`src/hw/zbus_pkg.sv`:
```
package zbus_pkg;

    ////////////////////////////////////////////////////////////
    // Bus widths
    ////////////////////////////////////////////////////////////
    localparam int addr_w = 16;        // Z80 address bus
    localparam int data_w = 8;
    localparam int page_w = 6;         // Page field of a bank register
    localparam int ba_w   = 5;         // External bank address pins

    ////////////////////////////////////////////////////////////
    // Banking
    ////////////////////////////////////////////////////////////
    localparam int bank_count       = 4;    // One per 16 KB quarter
    localparam int bank_ro_bit      = 7;
    localparam int bank_overlay_bit = 6;

    localparam logic [page_w-1:0] cart_page_first = page_w'(16);
    localparam logic [page_w-1:0] cart_page_last  = page_w'(19);
    localparam logic [page_w-1:0] ram_page_first  = page_w'(32);   // Up to page 63

    // a[13:11] inside a quarter, $3800-$3FFF when overlay is on
    localparam logic [2:0] sysram_window = 3'b111;

    // Length of each synchroniser chain
    localparam int sync_stages = 3;

    ////////////////////////////////////////////////////////////
    // I/O ports
    ////////////////////////////////////////////////////////////
    typedef enum logic [data_w-1:0] {
        io_bank0    = 8'hF0,
        io_bank1    = 8'hF1,
        io_bank2    = 8'hF2,
        io_bank3    = 8'hF3,
        io_sysctrl  = 8'hFB,
        io_cassette = 8'hFC,
        io_cpm      = 8'hFD,    // CP/M remap on write
        io_printer  = 8'hFE,
        io_keyboard = 8'hFF
    } io_port_e;

    // Bit positions in the $FB system control port
    localparam int sysctrl_dis_regs_bit = 0;
    localparam int sysctrl_dis_psgs_bit = 1;
    localparam int sysctrl_turbo_bit    = 2;

endpackage

```
`src/hw/bank_regs.sv`:
```
`timescale 1ns/1ns

module bank_regs (
    input  logic                        clk,
    input  logic                        reset,
    input  logic [zbus_pkg::addr_w-1:0] ebus_a,
    input  logic                        ebus_iorq_n,
    input  logic                        bus_write,
    input  logic [zbus_pkg::data_w-1:0] wrdata,
    input  logic                        regs_enable,    // Low hides $F0-$F3
    output logic [zbus_pkg::data_w-1:0] cur_bank,
    output logic                        bank_hit,
    output logic [zbus_pkg::data_w-1:0] bank_rddata
);

    import zbus_pkg::*;

    logic [data_w-1:0] bank_r [bank_count];    // $F0..$F3
    logic [1:0]        io_idx;                 // Register picked by the port number
    logic [1:0]        mem_idx;                // Register picked by the memory quarter
    logic              port_in_range;

    ////////////////////////////////////////////////////////////
    // Port decode
    ////////////////////////////////////////////////////////////
    assign io_idx  = ebus_a[1:0];
    assign mem_idx = ebus_a[15:14];

    assign port_in_range = (ebus_a[7:0] >= io_bank0) && (ebus_a[7:0] <= io_bank3);

    // The whole block disappears from I/O space once dis_regs is set
    assign bank_hit = !ebus_iorq_n && regs_enable && port_in_range;

    ////////////////////////////////////////////////////////////
    // Registers
    ////////////////////////////////////////////////////////////
    always_ff @(posedge clk or posedge reset) begin
        if (reset) begin
            for (int i = 0; i < bank_count; i++) begin
                bank_r[i] <= '0;                // Page 0, writable, no overlay
            end
        end else begin
            if (bank_hit && bus_write) begin
                bank_r[io_idx] <= wrdata;
            end
        end
    end

    // Readback, only used by the read mux when bank_hit is high
    assign bank_rddata = bank_r[io_idx];

    // Bank for the quarter currently on the address bus
    //   $0000-$3FFF -> $F0
    //   $4000-$7FFF -> $F1
    //   $8000-$BFFF -> $F2
    //   $C000-$FFFF -> $F3
    assign cur_bank = bank_r[mem_idx];

endmodule

```
`src/hw/io_regs.sv`:
```
`timescale 1ns/1ns

module io_regs (
    input  logic                        clk,
    input  logic                        reset,
    input  logic [zbus_pkg::addr_w-1:0] ebus_a,
    input  logic                        ebus_iorq_n,
    input  logic                        ebus_rd_n,
    input  logic                        bus_write,
    input  logic [zbus_pkg::data_w-1:0] wrdata,
    input  logic                        cassette_sync,
    input  logic                        printer_sync,
    input  logic [63:0]                 keys,           // Active low, 8 rows
    input  logic                        bank_hit,
    input  logic [zbus_pkg::data_w-1:0] bank_rddata,
    output logic                        regs_enable,
    output logic                        cassette_out,
    output logic                        printer_out,
    output logic                        cpm_remap,
    output logic                        turbo_mode,
    output logic [zbus_pkg::data_w-1:0] ebus_d_out,
    output logic                        ebus_d_oe
);

    import zbus_pkg::*;

    io_port_e          port;
    logic              sel_sysctrl;
    logic              sel_cassette;
    logic              sel_cpm;
    logic              sel_printer;
    logic              sel_keyboard;
    logic              io_hit;
    logic              dis_regs_r;
    logic              dis_psgs_r;      // Stored and readable only
    logic [data_w-1:0] sysctrl_rd;
    logic [data_w-1:0] kb_rd;
    logic [data_w-1:0] rddata;

    ////////////////////////////////////////////////////////////
    // Port decode
    ////////////////////////////////////////////////////////////
    assign port = io_port_e'(ebus_a[7:0]);

    // These stay reachable with dis_regs set, so $FB can undo it
    assign sel_sysctrl  = !ebus_iorq_n && (port == io_sysctrl);
    assign sel_cassette = !ebus_iorq_n && (port == io_cassette);
    assign sel_cpm      = !ebus_iorq_n && (port == io_cpm);
    assign sel_printer  = !ebus_iorq_n && (port == io_printer);
    assign sel_keyboard = !ebus_iorq_n && (port == io_keyboard);

    assign io_hit = bank_hit | sel_sysctrl | sel_cassette | sel_cpm |
                    sel_printer | sel_keyboard;

    ////////////////////////////////////////////////////////////
    // Write registers
    ////////////////////////////////////////////////////////////
    always_ff @(posedge clk or posedge reset) begin
        if (reset) begin
            dis_regs_r   <= 1'b0;
            dis_psgs_r   <= 1'b0;
            turbo_mode   <= 1'b0;
            cassette_out <= 1'b0;
            cpm_remap    <= 1'b0;
            printer_out  <= 1'b0;
        end else if (bus_write) begin
            if (sel_sysctrl) begin
                dis_regs_r <= wrdata[sysctrl_dis_regs_bit];
                dis_psgs_r <= wrdata[sysctrl_dis_psgs_bit];
                turbo_mode <= wrdata[sysctrl_turbo_bit];
            end
            if (sel_cassette) cassette_out <= wrdata[0];
            if (sel_cpm)      cpm_remap    <= wrdata[0];
            if (sel_printer)  printer_out  <= wrdata[0];
        end
    end

    assign regs_enable = !dis_regs_r;

    ////////////////////////////////////////////////////////////
    // Read data
    ////////////////////////////////////////////////////////////
    always_comb begin
        sysctrl_rd = '0;
        sysctrl_rd[sysctrl_dis_regs_bit] = dis_regs_r;
        sysctrl_rd[sysctrl_dis_psgs_bit] = dis_psgs_r;
        sysctrl_rd[sysctrl_turbo_bit]    = turbo_mode;
    end

    // Keyboard matrix, row n is scanned while a[8+n] is low
    always_comb begin
        kb_rd = '1;
        for (int row = 0; row < 8; row++) begin
            if (!ebus_a[8+row]) begin
                kb_rd = kb_rd & keys[row*8 +: 8];
            end
        end
    end

    always_comb begin
        rddata = '0;
        if (bank_hit)     rddata = bank_rddata;
        if (sel_sysctrl)  rddata = sysctrl_rd;
        if (sel_cassette) rddata = {{(data_w-1){1'b0}}, !cassette_sync};
        if (sel_cpm)      rddata = '0;      // Remap bit is write only
        if (sel_printer)  rddata = {{(data_w-1){1'b0}}, printer_sync};
        if (sel_keyboard) rddata = kb_rd;
    end

    assign ebus_d_out = rddata;
    assign ebus_d_oe  = !ebus_rd_n && io_hit;

endmodule

```
`src/hw/mem_decode.sv`:
```
`timescale 1ns/1ns

module mem_decode (
    input  logic [zbus_pkg::addr_w-1:0] ebus_a,
    input  logic                        ebus_mreq_n,
    input  logic                        ebus_wr_n,
    input  logic [zbus_pkg::data_w-1:0] cur_bank,
    output logic [zbus_pkg::ba_w-1:0]   ebus_ba,
    output logic                        ebus_ram_ce_n,  // 512 KB RAM
    output logic                        ebus_cart_ce_n,
    output logic                        ebus_ram_we_n
);

    import zbus_pkg::*;

    logic [page_w-1:0] page;
    logic              bank_ro;
    logic              bank_overlay;
    logic              sel_sysram;
    logic              sel_ram;
    logic              sel_cart;

    // Fields of the selected bank register
    assign page         = cur_bank[page_w-1:0];
    assign bank_ro      = cur_bank[bank_ro_bit];
    assign bank_overlay = cur_bank[bank_overlay_bit];

    // Low page bits go straight to the RAM and cartridge address pins
    assign ebus_ba = page[ba_w-1:0];

    // System RAM window at $3800-$3FFF of the quarter, overlay only
    assign sel_sysram = bank_overlay && (ebus_a[13:11] == sysram_window);

    assign sel_ram  = !ebus_mreq_n && (page >= ram_page_first);     // Pages 32-63
    assign sel_cart = !ebus_mreq_n && (page >= cart_page_first) &&
                      (page <= cart_page_last);                     // Pages 16-19

    assign ebus_ram_ce_n  = !sel_ram;
    assign ebus_cart_ce_n = !sel_cart;

    // Read-only pages still take writes inside the system RAM window
    assign ebus_ram_we_n = !(sel_ram && !ebus_wr_n && (!bank_ro || sel_sysram));

endmodule

```
`src/hw/wr_strobe_sync.sv`:
```
`timescale 1ns/1ns

module wr_strobe_sync (
    input  logic                        clk,
    input  logic                        reset,
    input  logic                        ebus_wr_n,
    input  logic [zbus_pkg::data_w-1:0] ebus_d_in,
    input  logic                        cassette_in,
    input  logic                        printer_in,
    output logic                        bus_write,      // One clk wide
    output logic [zbus_pkg::data_w-1:0] wrdata,
    output logic                        cassette_sync,
    output logic                        printer_sync
);

    import zbus_pkg::*;

    logic [sync_stages-1:0] wr_n_r;
    logic [sync_stages-1:0] cassette_r;
    logic [sync_stages-1:0] printer_r;

    ////////////////////////////////////////////////////////////
    // Write strobe
    ////////////////////////////////////////////////////////////
    // Strobe idles high, so the chain comes out of reset as ones
    always_ff @(posedge clk or posedge reset) begin
        if (reset) begin
            wr_n_r <= '1;
        end else begin
            wr_n_r <= {wr_n_r[sync_stages-2:0], ebus_wr_n};
        end
    end

    // Last two stages still high/already low means a fresh falling edge
    assign bus_write = (wr_n_r[sync_stages-1 -: 2] == 2'b10);

    // Data is stable by the time the pulse fires
    always_ff @(posedge clk) begin
        if (!ebus_wr_n) begin
            wrdata <= ebus_d_in;
        end
    end

    ////////////////////////////////////////////////////////////
    // Cassette and printer inputs
    ////////////////////////////////////////////////////////////
    always_ff @(posedge clk or posedge reset) begin
        if (reset) begin
            cassette_r <= '0;
            printer_r  <= '0;
        end else begin
            cassette_r <= {cassette_r[sync_stages-2:0], cassette_in};
            printer_r  <= {printer_r[sync_stages-2:0], printer_in};
        end
    end

    assign cassette_sync = cassette_r[sync_stages-1];
    assign printer_sync  = printer_r[sync_stages-1];

endmodule

```
`src/hw/zbus_top.sv`:
```
`timescale 1ns/1ns

module zbus_top (
    input  logic                        clk,
    input  logic                        reset,

    // Z80 bus
    input  logic [zbus_pkg::addr_w-1:0] ebus_a,
    input  logic [zbus_pkg::data_w-1:0] ebus_d_in,
    output logic [zbus_pkg::data_w-1:0] ebus_d_out,
    output logic                        ebus_d_oe,
    input  logic                        ebus_rd_n,
    input  logic                        ebus_wr_n,
    input  logic                        ebus_mreq_n,
    input  logic                        ebus_iorq_n,
    output logic [zbus_pkg::ba_w-1:0]   ebus_ba,
    output logic                        ebus_ram_ce_n,
    output logic                        ebus_cart_ce_n,
    output logic                        ebus_ram_we_n,

    // Keyboard matrix, 0 = pressed
    input  logic [63:0]                 keys,

    // Misc I/O
    input  logic                        cassette_in,
    output logic                        cassette_out,
    input  logic                        printer_in,
    output logic                        printer_out,
    output logic                        cpm_remap,
    output logic                        turbo_mode
);

    import zbus_pkg::*;

    logic              bus_write;
    logic [data_w-1:0] wrdata;
    logic              cassette_sync;
    logic              printer_sync;
    logic              regs_enable;
    logic [data_w-1:0] cur_bank;
    logic              bank_hit;
    logic [data_w-1:0] bank_rddata;

    wr_strobe_sync u_wr_strobe_sync (
        .clk           (clk),
        .reset         (reset),
        .ebus_wr_n     (ebus_wr_n),
        .ebus_d_in     (ebus_d_in),
        .cassette_in   (cassette_in),
        .printer_in    (printer_in),
        .bus_write     (bus_write),
        .wrdata        (wrdata),
        .cassette_sync (cassette_sync),
        .printer_sync  (printer_sync)
    );

    bank_regs u_bank_regs (
        .clk         (clk),
        .reset       (reset),
        .ebus_a      (ebus_a),
        .ebus_iorq_n (ebus_iorq_n),
        .bus_write   (bus_write),
        .wrdata      (wrdata),
        .regs_enable (regs_enable),
        .cur_bank    (cur_bank),
        .bank_hit    (bank_hit),
        .bank_rddata (bank_rddata)
    );

    mem_decode u_mem_decode (
        .ebus_a         (ebus_a),
        .ebus_mreq_n    (ebus_mreq_n),
        .ebus_wr_n      (ebus_wr_n),
        .cur_bank       (cur_bank),
        .ebus_ba        (ebus_ba),
        .ebus_ram_ce_n  (ebus_ram_ce_n),
        .ebus_cart_ce_n (ebus_cart_ce_n),
        .ebus_ram_we_n  (ebus_ram_we_n)
    );

    io_regs u_io_regs (
        .clk           (clk),
        .reset         (reset),
        .ebus_a        (ebus_a),
        .ebus_iorq_n   (ebus_iorq_n),
        .ebus_rd_n     (ebus_rd_n),
        .bus_write     (bus_write),
        .wrdata        (wrdata),
        .cassette_sync (cassette_sync),
        .printer_sync  (printer_sync),
        .keys          (keys),
        .bank_hit      (bank_hit),
        .bank_rddata   (bank_rddata),
        .regs_enable   (regs_enable),
        .cassette_out  (cassette_out),
        .printer_out   (printer_out),
        .cpm_remap     (cpm_remap),
        .turbo_mode    (turbo_mode),
        .ebus_d_out    (ebus_d_out),
        .ebus_d_oe     (ebus_d_oe)
    );

endmodule

```
`config.mk`:
```
export PLATFORM = sky130hd
export DESIGN_NAME = zbus_top
export DESIGN_NICKNAME = d
export VERILOG_FILES = /design/src/hw/zbus_pkg.sv /design/src/hw/bank_regs.sv /design/src/hw/io_regs.sv /design/src/hw/mem_decode.sv /design/src/hw/wr_strobe_sync.sv /design/src/hw/zbus_top.sv
export SDC_FILE = /design/constraint.sdc
export NUM_CORES = 1
export LEC_CHECK = 0
export ABC_AREA = 1
export BUFFER_PORTS_ARGS = -buffer_cell sky130_fd_sc_hd__buf_4
export CAP_MARGIN = 20
export CORE_UTILIZATION = 45
export DETAILED_ROUTE_END_ITERATION = 6
export GPL_ROUTABILITY_DRIVEN = 0
export PLACE_DENSITY = 0.77
export SETUP_SLACK_MARGIN = 0.5
export SLEW_MARGIN = 25
export SYNTH_ARGS = -nofsm -noshare
export SYNTH_HDL_FRONTEND = slang
export SYNTH_SLANG_ARGS = --single-unit
```
`constraint.sdc`:
```
create_clock -name clk -period 1.3 [get_ports clk]
set_input_delay 0.26 -clock clk [delete_from_list [all_inputs] [get_ports clk]]
set_output_delay 0.26 -clock clk [all_outputs]
set_load 0.005 [all_outputs]
```
==> reports/results.ini <==
[status]
status=finished with violations
violations=negative hold slack, negative setup slack

[critical_path]
crit_required_ns=1.04
endpoint_kind=output port
cp.arrival_ns=1.49
startpoint_type=flop
crit_path_max_fanout=2
worstSetupPathType=reg -> out

[route]
wirelength_um=13090
drt_first_pass_iters=6
remaining_drc_errors=0
viasPerCell=5.624
wl_per_cell_um=17.81
vias=4134
drt_iter0_markers=383
antenna_left=0

[final_layout]
final_cell_mix=buf_4, nand2_1, inv_1
area_growth_pct=64.81
final_area_um2=5492
nets=731
layout_commonest_cell=buf_4
drive_above_1_share=0.4796
antenna_cells=0

[floorplan]
start_util=0.4618
core_area_um2=7214
die_x_um=88.05
dieArea_um2=7753
io_pins=117
die-height_um=88.05
rows=31

[sta]
slew_headroom=0.6923
fin_crit_sh=1.347
timing.final.crit_period_ns=1.751
rsz0062_at_grt=true
fmax_ghz=0.5712
worstMarginPinSlew_ns=0.4606
fin_ws_ns=-0.4506
whs_ns=-0.04259
slew_violations=0
fin_skew_ns=0.01342
setup_viol=52
hold_viol=14

[clock_network]
cts_tree=yes
ctsLongestPathBuffers=2
cts_root_buffer=clkbuf_8
clkTransAtPathRegs_ns=0.10
cts.htree.levels=2
clk-insertion-delay-late_ns=0.32
cts_buffers=5
clock-sinks=55

[synth]
syn_nets=550
synth-edff-count=8
synthSimpleGateAreaFrac=0.2854
synth-xor-area-share=0
synth-async-reset-ratio=0.8545
synth_area_um2=3332
synth_top_family_by_area=simple AND/OR/NAND/NOR gates
synth-seq-cells=55
synthCells=454
post_synth_num_cell_types=30
ys_warn_count=0
synthFlopType=dfrtp_1
syn_area_per_cell_um2=7.339
synthMuxAreaShare=0.003004
synth_compound_area_frac=0.1611
seq_area_frac_synth=0.4262
yosys.area_share.adder=0

[grt]
gr-total-overflow=0
grt_use_total=0.3047
grt_max_degree=31
grt_pass1_vias=3747
grt_pass1_wl_um=17890
antenna_found_initial=0

[pwr]
vdd_ir_drop_max_mv=0.7775
powerDensity_nw_per_um2=718.8
leakagePower_nw=2.733

[job]
cap_violations=0

[place]
dp_hpwl_um=7853
port_buffers=116
placed_cell_area_um2=4796

[min_path]
min_path_type=in -> async

==> cell families (layout without fill, tap and decap cells) <==
family / after synthesis / in the layout
and+or+nand+nor: 201 / 205
muxes: 1 / 1
AOI/OAI and AO/OA: 98 / 98
DFF: 55 / 55
buffers and inverters: 99 / 277
==> metrics by stage <==
| step | instances | power (W) | util | TNS [ns] | worst slack [ns] |
|---|---|---|---|---|---|
| floorplan | 454 | 0.002194 | - | -2.283 | -0.07139 |
| global placement | 705 | 0.002647 | 0.6648 | -8.716 | -0.2513 |
| detailed placement | 705 | 0.002664 | 0.6648 | -9.949 | -0.2605 |
| CTS | 728 | 0.003852 | 0.7215 | -11.91 | -0.3934 |
| global route | 735 | 0.004087 | 0.7612 | -18.11 | -0.5302 |
| finish | 735 | 0.003947 | 0.7612 | -14.16 | -0.4506 |
==> cell usage after synthesis, types with 2 or more instances <==
cell | number | share of area
nand2_1 | 104 | 0.12
inv_1 | 79 | 0.089
dfrtp_1 | 44 | 0.33
nor2_1 | 44 | 0.050
o21ai_1 | 40 | 0.060
o22ai_1 | 22 | 0.041
o21ai_0 | 19 | 0.029
nand3_1 | 17 | 0.026
a21oi_1 | 11 | 0.017
nor3_1 | 10 | 0.015
edfxtp_1 | 8 | 0.072
clkbuf_1 | 7 | 0.0079
buf_6 | 5 | 0.017
or2_2 | 5 | 0.0094
buf_2 | 4 | 0.0060
inv_2 | 4 | 0.0045
nand2_2 | 4 | 0.0075
nand3_4 | 4 | 0.021
nor2_4 | 4 | 0.014
dfstp_2 | 3 | 0.024
nand4_1 | 3 | 0.0056
o2111ai_1 | 3 | 0.0079
nor3_2 | 2 | 0.0060
o211ai_1 | 2 | 0.0045
==> registers in the layout, summed over array words and instances, names as in the netlist, 3 cells and up <==
register	count
u_bank_regs.bank_r	32
u_wr_strobe_sync.wr_n_r	3
u_wr_strobe_sync.printer_r	3
u_wr_strobe_sync.cassette_r	3
u_wr_strobe_sync.wrdata	8
==> layer usage <==
layer | vias up | wire [µm] | global-route usage
met4 | 0 | 777 | 0.1393
met3 | 82 | 1311 | 0.05749
li1 | 1826 | - | -
met2 | 305 | 6459 | 0.5525
met5 | - | 0 | 0
met1 | 1921 | 4541 | 0.3467
==> critical path: stages, from the launching register on <==
cell and delay (ns):
dfrtp_1 0.37, inv_1 0.06, nand2_1 0.05, o21ai_1 0.06, mux2i_1 0.17, inv_1 0.11, o21ai_2 0.16, nand2_1 0.07
buf_4 0.13
==> area by class of cell <==
| type | count | area, µm² |
|---|---|---|
| clock inverters | 2 | 37.54 |
| repair buffers | 186 | 1604 |
| well taps | 99 | 123.9 |
| inverters | 83 | 336.6 |
| multi-input cells | 304 | 1897 |
| clock buffers | 6 | 72.57 |
| flip-flops and latches | 55 | 1420 |
| fillers | 466 | 1723 |
==> final timing paths <==
path / startpoint / end / slack (ns) / cells after the start
worst max-delay path: u_bank_regs.bank_r[22]$_DFFE_PP0P_ / ebus_ram_we_n / -0.45 / 8
max in group asynchronous: reset / u_bank_regs.bank_r[17]$_DFFE_PP0P_ / 0.85 / 3
min in group clk: cassette_in / u_wr_strobe_sync.cassette_r[0]$_DFF_PP0_ / 0.05 / 1
worst min-delay path: reset / u_io_regs.dis_psgs_r$_DFFE_PP0P_ / -0.04 / 2
worst min register to register: u_wr_strobe_sync.wr_n_r[0]$_DFF_PP1_ / u_wr_strobe_sync.wr_n_r[1]$_DFF_PP1_ / 0.36 / 0
worst max register to register: u_io_regs.dis_regs_r$_DFFE_PP0P_ / u_bank_regs.bank_r[1]$_DFFE_PP0P_ / -0.33 / 8
==> power by group <==
group / switching, W / internal (W)
registers: 0.0000679 / 0.00180
clock network: 0.000577 / 0.000576
logic: 0.000445 / 0.000478
total: 0.00109 / 0.00286
==> repair_timing <==
| action | CTS | global route |
|---|---|---|
| setup endpoints to repair | 59 | 59 |
| endpoints found under the hold margin | 14 | 14 |
| buffers inserted | 10 | 7 |
| resized for setup | 42 | 64 |
| pin swaps | 24 | 18 |
| gates cloned | 5 | 0 |
No activity file was read; power rests on OpenSTA's default activity.
